**src/rtl/mmu_settings.svh**
```systemverilog
// Width, depth and region constants of the data translation path.
// Included by the package and by every RTL file that sizes logic from them.

`ifndef MMU_SETTINGS_SVH
`define MMU_SETTINGS_SVH

// Sv39 virtual and physical address widths
`define MMU_VADDR_W 39
`define MMU_PADDR_W 40
`define MMU_PAGE_OFFSET_W 12

`define MMU_VTAG_W 27
`define MMU_PTAG_W 28

// Any power of two works here
`define MMU_TLB_ELS 8

// I/O domain field, top bits of the physical tag
`define MMU_DID_W 3

// Tags below this point to uncached I/O space, under 2 GB
`define MMU_UNCACHED_PTAG_LIMIT 28'h0080000

`endif

```
**src/rtl/mmu_pkg.sv**
```systemverilog
// Types shared by the data TLB, the access checker and the top level.
// Modules import it in their bodies and name its types with mmu_pkg:: on their ports.

`include "mmu_settings.svh"

package mmu_pkg;

  typedef enum logic [1:0] {
    e_priv_user       = 2'd0,
    e_priv_supervisor = 2'd1,
    e_priv_machine    = 2'd3
  } priv_mode_e;

  // Load or store command from the execute stage
  typedef struct packed {
    logic [`MMU_VADDR_W-1:0] vaddr;
    logic                    is_store;
  } mmu_cmd_s;

  // Leaf PTE bits kept per TLB entry
  typedef struct packed {
    logic [`MMU_PTAG_W-1:0] ptag;
    logic                   u;
    logic                   w;
    logic                   d;
  } tlb_entry_s;

  typedef struct packed {
    logic [`MMU_VTAG_W-1:0] vtag;
    tlb_entry_s             entry;
  } tlb_fill_s;

  // Registered lookup result, stage 1 to stage 2
  typedef struct packed {
    logic                          v;
    logic                          is_store;
    logic                          hit;
    tlb_entry_s                    entry;
    logic [`MMU_PAGE_OFFSET_W-1:0] page_offset;
  } tlb_lookup_s;

  typedef struct packed {
    logic                    miss;
    logic                    load_page_fault;
    logic                    store_page_fault;
    logic                    load_access_fault;
    logic                    store_access_fault;
    logic [`MMU_PADDR_W-1:0] paddr;
  } mem_resp_s;

endpackage

```
**src/rtl/dtlb.sv**
```systemverilog
// Fully associative data TLB.
// Registers the command, compares its tag against all entries and registers
// the result one cycle later. Filled from outside, flushed by sfence.

`timescale 1ns/1ps

`include "mmu_settings.svh"

module dtlb (
  input  logic                clk_i,
  input  logic                reset_i,
  input  logic                translation_en_i,
  input  logic                cmd_v_i,
  input  mmu_pkg::mmu_cmd_s   cmd_i,
  input  logic                poison_i,
  input  logic                fill_v_i,
  input  mmu_pkg::tlb_fill_s  fill_i,
  input  logic                flush_i,
  output mmu_pkg::tlb_lookup_s lookup_o
);

  import mmu_pkg::*;

  localparam int ELS   = `MMU_TLB_ELS;
  localparam int PTR_W = (ELS > 1) ? $clog2(ELS) : 1;

  logic                   valid_q [ELS];
  logic [`MMU_VTAG_W-1:0] vtag_q  [ELS];
  tlb_entry_s             entry_q [ELS];
  logic [PTR_W-1:0]       fill_ptr_q;

  logic                   cmd_v_q;
  mmu_cmd_s               cmd_q;
  logic [`MMU_VTAG_W-1:0] cmd_vtag;

  logic [ELS-1:0]         hit_vec;
  logic [ELS-1:0]         fill_match_vec;
  logic [PTR_W-1:0]       fill_match_idx;
  logic [PTR_W-1:0]       fill_idx;
  tlb_entry_s             hit_entry;
  tlb_entry_s             pass_entry;
  tlb_lookup_s            lookup_q;

  // Stage 0 command capture
  always_ff @(posedge clk_i) begin
    if (reset_i) begin
      cmd_v_q <= 1'b0;
    end else begin
      cmd_v_q <= cmd_v_i;
    end
    cmd_q <= cmd_i;
  end

  assign cmd_vtag = cmd_q.vaddr[`MMU_VADDR_W-1:`MMU_PAGE_OFFSET_W];

  // Parallel compare, entries are unique so OR-ing the hits is safe
  always_comb begin
    hit_entry = '0;
    for (int i = 0; i < ELS; i++) begin
      hit_vec[i] = valid_q[i] & (vtag_q[i] == cmd_vtag);
      if (hit_vec[i]) begin
        hit_entry = tlb_entry_s'(hit_entry | entry_q[i]);
      end
    end
  end

  // Identity mapping when translation is off
  assign pass_entry = '{ptag: `MMU_PTAG_W'(cmd_vtag), u: 1'b0, w: 1'b1, d: 1'b1};

  always_ff @(posedge clk_i) begin
    if (reset_i) begin
      lookup_q.v <= 1'b0;
    end else begin
      lookup_q.v <= cmd_v_q & ~poison_i;
    end
    lookup_q.is_store    <= cmd_q.is_store;
    lookup_q.hit         <= translation_en_i ? |hit_vec : 1'b1;
    lookup_q.entry       <= translation_en_i ? hit_entry : pass_entry;
    lookup_q.page_offset <= cmd_q.vaddr[`MMU_PAGE_OFFSET_W-1:0];
  end

  assign lookup_o = lookup_q;

  // A refill of a present tag reuses its slot
  always_comb begin
    fill_match_idx = '0;
    for (int i = 0; i < ELS; i++) begin
      fill_match_vec[i] = valid_q[i] & (vtag_q[i] == fill_i.vtag);
      if (fill_match_vec[i]) begin
        fill_match_idx = PTR_W'(i);
      end
    end
  end

  assign fill_idx = (|fill_match_vec) ? fill_match_idx : fill_ptr_q;

  always_ff @(posedge clk_i) begin
    if (reset_i || flush_i) begin
      fill_ptr_q <= '0;
      for (int i = 0; i < ELS; i++) begin
        valid_q[i] <= 1'b0;
      end
    end else if (fill_v_i) begin
      valid_q[fill_idx] <= 1'b1;
      if (!(|fill_match_vec)) begin
        fill_ptr_q <= fill_ptr_q + PTR_W'(1);
      end
    end
  end

  always_ff @(posedge clk_i) begin
    if (fill_v_i) begin
      vtag_q[fill_idx]  <= fill_i.vtag;
      entry_q[fill_idx] <= fill_i.entry;
    end
  end

  a_fill_flush_excl: assert property (
    @(posedge clk_i) disable iff (reset_i) !(fill_v_i && flush_i)
  ) else $error("dtlb fill and sfence in the same cycle");

  // Replacement must never leave two live copies of one tag
  a_unique_hit: assert property (
    @(posedge clk_i) disable iff (reset_i) cmd_v_q |-> $onehot0(hit_vec)
  ) else $error("dtlb multiple entries match one vtag");

endmodule

```
**src/rtl/access_check.sv**
```systemverilog
// Stage 2 of the translation path.
// Applies privilege, write and physical attribute checks to the TLB result
// and registers the memory response.

`timescale 1ns/1ps

`include "mmu_settings.svh"

module access_check (
  input  logic                 clk_i,
  input  logic                 reset_i,
  input  mmu_pkg::tlb_lookup_s lookup_i,
  input  logic                 translation_en_i,
  input  mmu_pkg::priv_mode_e  priv_mode_i,
  input  logic                 mstatus_sum_i,
  input  logic                 uncached_mode_i,
  output logic                 resp_v_o,
  output mmu_pkg::mem_resp_s   resp_o
);

  import mmu_pkg::*;

  logic                   miss;
  logic                   priv_fault;
  logic                   write_fault;
  logic                   did_fault;
  logic                   mode_fault;
  logic                   attr_fault;
  logic                   page_check;
  logic [`MMU_PTAG_W-1:0] ptag;
  mem_resp_s              resp_d;
  mem_resp_s              resp_q;
  logic                   resp_v_q;

  assign ptag = lookup_i.entry.ptag;
  assign miss = translation_en_i & ~lookup_i.hit;

  // Page checks only when a real PTE backs the access
  assign page_check = translation_en_i & ~miss;

  assign priv_fault =
      ((priv_mode_i == e_priv_supervisor) & ~mstatus_sum_i & lookup_i.entry.u)
    | ((priv_mode_i == e_priv_user) & ~lookup_i.entry.u);

  assign write_fault = ~lookup_i.entry.w | ~lookup_i.entry.d;

  // Only domain 0 is reachable from this core
  assign did_fault  = ptag[`MMU_PTAG_W-1 -: `MMU_DID_W] != '0;
  assign mode_fault = uncached_mode_i & (ptag >= `MMU_UNCACHED_PTAG_LIMIT);
  assign attr_fault = ~miss & (did_fault | mode_fault);

  always_comb begin
    resp_d.miss               = miss;
    resp_d.load_page_fault    = page_check & ~lookup_i.is_store & priv_fault;
    resp_d.store_page_fault   = page_check & lookup_i.is_store & (priv_fault | write_fault);
    resp_d.load_access_fault  = attr_fault & ~lookup_i.is_store;
    resp_d.store_access_fault = attr_fault & lookup_i.is_store;
    resp_d.paddr              = miss ? '0 : {ptag, lookup_i.page_offset};
  end

  always_ff @(posedge clk_i) begin
    if (reset_i) begin
      resp_v_q <= 1'b0;
    end else begin
      resp_v_q <= lookup_i.v;
    end
    resp_q <= resp_d;
  end

  assign resp_v_o = resp_v_q;
  assign resp_o   = resp_q;

  // Miss reaches the core as a refill request, never as an exception
  a_miss_no_fault: assert property (
    @(posedge clk_i) disable iff (reset_i)
      resp_v_o |-> !(resp_o.miss && (resp_o.load_page_fault || resp_o.store_page_fault
                     || resp_o.load_access_fault || resp_o.store_access_fault))
  ) else $error("access_check miss reported with a fault");

  a_dir_exclusive: assert property (
    @(posedge clk_i) disable iff (reset_i)
      resp_v_o |-> !((resp_o.load_page_fault || resp_o.load_access_fault)
                     && (resp_o.store_page_fault || resp_o.store_access_fault))
  ) else $error("access_check load and store faults both set");

endmodule

```
**src/rtl/mem_xlate_top.sv**
```systemverilog
// Top of the data translation path.
// A command goes through the TLB stage and the check stage and returns one
// response two cycles later unless poisoned in flight.

`timescale 1ns/1ps

module mem_xlate_top (
  input  logic                clk_i,
  input  logic                reset_i,

  input  logic                mmu_cmd_v_i,
  input  mmu_pkg::mmu_cmd_s   mmu_cmd_i,

  input  logic                tlb_fill_v_i,
  input  mmu_pkg::tlb_fill_s  tlb_fill_i,
  input  logic                sfence_i,
  input  logic                poison_i,

  // Configuration levels
  input  logic                translation_en_i,
  input  mmu_pkg::priv_mode_e priv_mode_i,
  input  logic                mstatus_sum_i,
  input  logic                uncached_mode_i,

  output logic                mem_resp_v_o,
  output mmu_pkg::mem_resp_s  mem_resp_o
);

  import mmu_pkg::*;

  tlb_lookup_s lookup;

  // Poison lands in the TLB stage so the checker only sees live commands
  dtlb u_dtlb (
    .clk_i            (clk_i),
    .reset_i          (reset_i),
    .translation_en_i (translation_en_i),
    .cmd_v_i          (mmu_cmd_v_i),
    .cmd_i            (mmu_cmd_i),
    .poison_i         (poison_i),
    .fill_v_i         (tlb_fill_v_i),
    .fill_i           (tlb_fill_i),
    .flush_i          (sfence_i),
    .lookup_o         (lookup)
  );

  access_check u_access_check (
    .clk_i            (clk_i),
    .reset_i          (reset_i),
    .lookup_i         (lookup),
    .translation_en_i (translation_en_i),
    .priv_mode_i      (priv_mode_i),
    .mstatus_sum_i    (mstatus_sum_i),
    .uncached_mode_i  (uncached_mode_i),
    .resp_v_o         (mem_resp_v_o),
    .resp_o           (mem_resp_o)
  );

endmodule

```
**config.mk**
```make
export PLATFORM = sky130hd
export DESIGN_NAME = mem_xlate_top
export DESIGN_NICKNAME = d
export VERILOG_FILES = /design/src/rtl/mmu_pkg.sv /design/src/rtl/dtlb.sv /design/src/rtl/access_check.sv /design/src/rtl/mem_xlate_top.sv
export VERILOG_INCLUDE_DIRS = /design/src /design/src/rtl
export SDC_FILE = /design/constraint.sdc
export NUM_CORES = 1
export LEC_CHECK = 0
export BUFFER_PORTS_ARGS = -buffer_cell sky130_fd_sc_hd__buf_2
export CORE_MARGIN = 1.5
export CORE_UTILIZATION = 30
export CTS_CLUSTER_SIZE = 30
export DETAILED_ROUTE_END_ITERATION = 16
export GPL_ROUTABILITY_DRIVEN = 0
export PLACE_DENSITY = 0.41
export SYNTH_ARGS = -nofsm -noshare
export SYNTH_HDL_FRONTEND = slang
export SYNTH_SLANG_ARGS = --single-unit
```
**constraint.sdc**
```tcl
create_clock -name clk_i -period 8.56 [get_ports clk_i]
set_clock_uncertainty 0.05 [all_clocks]
set_input_delay 0 -clock clk_i [delete_from_list [all_inputs] [get_ports clk_i]]
set_output_delay 0 -clock clk_i [all_outputs]
set_load 0.01 [all_outputs]
```
==> impl_metrics.ini <==
[detailed_routing]
detailroute.via_count = 15483
routedWlPerCell_um = 27.4
drt_drc_violations_left = 0
detail_route.wirelength_um = 85200
drtIter0Drc = 1229
number_of_routed_nets_with_antenna_violations = 0
vias_per_cell = 4.98
firstDrtPassIters = 5

[worst_hold_path]
worstHoldPathType = in2reg
whs_path_depth = 3
hold_path.startpoint = translation_en_i

[floorplan]
placeableCoreArea_um2 = 81800
fp-row-count = 105
fp.dieW_um = 290
initial_util_pct = 30.2
die_h_um = 290
io_pins = 155
die_area_um2 = 84100

[global_route]
grt_pass1_wl_um = 121000
grt_max_degree = 62
grt_overflow = 0
grt_use_total_pct = 20.1
antenna_violations_before_repair = 5
grt_pass1_vias = 16257

[finish]
finalNetCount = 2089
antenna-diode-count = 0
layout.cells.most_common = sky130_fd_sc_hd__edfxtp_1
drive_gt1_share_pct = 17.6
layout_common_cells = sky130_fd_sc_hd__edfxtp_1, sky130_fd_sc_hd__xnor2_1, sky130_fd_sc_hd__buf_2, sky130_fd_sc_hd__dlygate4sd3_1, sky130_fd_sc_hd__dfxtp_1
layout.area.seq_um2 = 16800
layout_area_overhead_pct = 24.6
multi_input_area_um2 = 7500
fillCellCount = 7835

[synthesis]
cell_area_after_synthesis_um2 = 24700
postSynthNetCount = 1759
avgSynthCellArea_um2 = 15.0
synth_sequential_area_ratio_pct = 68.1
asyncSetResetFlopFracSynth_pct = 0
synth-edff-count = 464
synth_ff_type = sky130_fd_sc_hd__edfxtp_1
total_of_flip_flops_plus_latches_after_synthesis = 608
syn-instance-count = 1649
synth_cell_types = 57
synth.yosys.warnings = 0

[clock_network]
cts.reportedPaths.clkPinSlew_ps = 60
cts_hold_repair.buffers = 148
cts.repair.resized = 0
number_of_cts_inserted_buffers = 73
clock_sinks = 608
clk-insertion-delay-late_ps = 620
clk_path_buf_depth = 3
cts_tree = built
number_of_post_cts_setup_repair_buffers = 0
clock_tree.root_cell = sky130_fd_sc_hd__clkbuf_16
cts_htree_levels = 3

[sta]
rsz0062_at_grt = false
max_slew_margin_pct = 19.0
maxClockFrequency_mhz = 219
period_minus_slack_ps = 4560
timing.setup.tns_ps = 0
final_number_of_setup_violating_endpoints = 0
worst_slack_ps = 4000
layout_worst_path_cycle_share_pct = 53.2
tightest_slew_ps = 1210
slew_violations = 0
hold_viol_final = 0

[critical_path]
timing.critical_path.slowest_cell_delay_ps = 960
slowest_library_cell_on_the_worst_path = sky130_fd_sc_hd__nor2_4
crit-reg2reg-launch = u_dtlb.vtag_q[6][3]
crit_chain = xnor2_1 > nand2_1 > a2111o_1 > or4_4 > nand4_2 > o221a_2 > nor2_2 > nor2_4 > buf_4
critical_path_arrival_ps = 4740
worst_ep_required_time_ps = 8750
reg2regPathDepth = 9
setup.worst_path.start_class = register
timing.setup.critical_path_class = reg2reg
cp_max_fo = 30
critPathCaptureType = register
launch_point_of_the_worst_path = u_dtlb.vtag_q[6][3]

[placed_design]
numPortBuffers = 154
dpl_worst_slack_ps = 3940
detailed_place_hpwl_um = 51200

[pwr]
comb_power_share_pct = 6.5
power.share.switching_pct = 22.8
internal-power_mw = 5.36
p_leak_nw = 10.2
net-switching-power_mw = 1.59
seqPwrFrac_pct = 47.1
power_density_of_the_placed_cells_nw_per_um2 = 226
irDropWorstVdd_uv = 127
clock_power_share_pct = 46.3

[job]
max-cap-violations = 0

[run_status]
status = finished clean
[cell usage after synthesis (4+ instances only)]
library cell / number / area [um^2]
sky130_fd_sc_hd__or4_1: 16 / 120
sky130_fd_sc_hd__dfxtp_1: 144 / 2880
sky130_fd_sc_hd__a31oi_1: 30 / 188
sky130_fd_sc_hd__xor2_1: 97 / 850
sky130_fd_sc_hd__nor4_1: 43 / 269
sky130_fd_sc_hd__nor3_1: 12 / 60.1
sky130_fd_sc_hd__and2_1: 40 / 250
sky130_fd_sc_hd__clkbuf_1: 26 / 97.6
sky130_fd_sc_hd__nor4b_1: 7 / 61.3
sky130_fd_sc_hd__nand2_1: 26 / 97.6
sky130_fd_sc_hd__edfxtp_1: 464 / 13900
sky130_fd_sc_hd__buf_6: 10 / 113
sky130_fd_sc_hd__inv_1: 7 / 26.3
sky130_fd_sc_hd__o31ai_2: 4 / 50.1
sky130_fd_sc_hd__nand3_1: 4 / 20.0
sky130_fd_sc_hd__nor4_2: 8 / 100
sky130_fd_sc_hd__buf_4: 4 / 30.0
sky130_fd_sc_hd__a221oi_1: 60 / 526
sky130_fd_sc_hd__buf_2: 50 / 250
sky130_fd_sc_hd__nor2_1: 45 / 169
sky130_fd_sc_hd__xnor2_2: 8 / 130
sky130_fd_sc_hd__a22o_1: 60 / 526
sky130_fd_sc_hd__xnor2_1: 328 / 2870
sky130_fd_sc_hd__nand4b_1: 5 / 43.8
sky130_fd_sc_hd__nand4_1: 110 / 688
[sequential cells by signal, summed over array words and instances (netlist names)]
name,count
u_access_check.resp_o,45
u_dtlb.entry_q,248
u_dtlb.valid_q,8
u_dtlb.fill_ptr_q,3
u_dtlb.cmd_q,40
u_dtlb.lookup_o,46
u_access_check.resp_v_o,1
u_dtlb.cmd_v_q,1
u_dtlb.vtag_q,216
[critical path, delay by kind of cell (launching register included)]
kind	cells	cell delay, ps
AO/OA/AOI/OAI	2	630
flip-flops	1	420
XOR/XNOR	1	510
buffers and inverters	1	630
AND/OR/NAND/NOR	5	1850
[power by group through the flow]
stage | clock (mW) | sequential [mW] | combinational [mW]
after floorplan | 0 | 3.33 | 0.204
after global placement | 0 | 3.34 | 0.404
after detailed placement | 0 | 3.34 | 0.402
after CTS | 3.30 | 3.27 | 0.458
after global routing | 3.42 | 3.28 | 0.484
final | 3.22 | 3.27 | 0.452
[cell type report]
class                      instances  area share [%]
tap                             1070            4.35
inverter                           7          0.0854
multi-input combinational        943            24.4
clock buffer                      93            6.75
timing repair buffer             346            8.39
sequential                       608            54.6
clock inverter                    42            1.44
[logic make-up after synthesis]
group,after synthesis,synth area share (%)
flops,608,68.1
compound gates,174,5.85
fa+ha+maj,1,0.0506
simple gates,333,8.22
buf+inv,98,2.11
xor+xnor,434,15.7
mux,1,0.0405
[final timing paths]
kind,slack [ps],end
worst min register to register,270,u_dtlb.lookup_o[8]
worst max-delay path,4000,u_dtlb.entry_q[6][27]
worst max register to register,4000,u_dtlb.entry_q[6][27]
worst min-delay path,9,u_dtlb.lookup_o[13]
[stage by stage]
stage | instances | hold slack [ps] | cell area [um^2] | total power, mW | util [%]
after global routing | 3109 | 28.1 | 30800 | 7.18 | 37.6
final | 3109 | 9.27 | 30800 | 6.94 | 37.6
after global placement | 2826 | 53.9 | 26800 | 3.74 | 32.7
after detailed placement | 2826 | 54.0 | 26800 | 3.74 | 32.7
after floorplan | 1649 | -22.3 | 24700 | 3.54 | -
after CTS | 3109 | 1.20 | 30800 | 7.04 | 37.6
[per-layer routing]
layer | up-vias | wire length (um) | global-route usage [%]
met5 | - | 23 | 0
met4 | 4 | 2520 | 6.73
met3 | 130 | 3880 | 2.85
met2 | 487 | 40900 | 33.8
met1 | 7967 | 37900 | 26.7
li1 | 6895 | - | -
No activity file was read; power rests on OpenSTA's default activity.
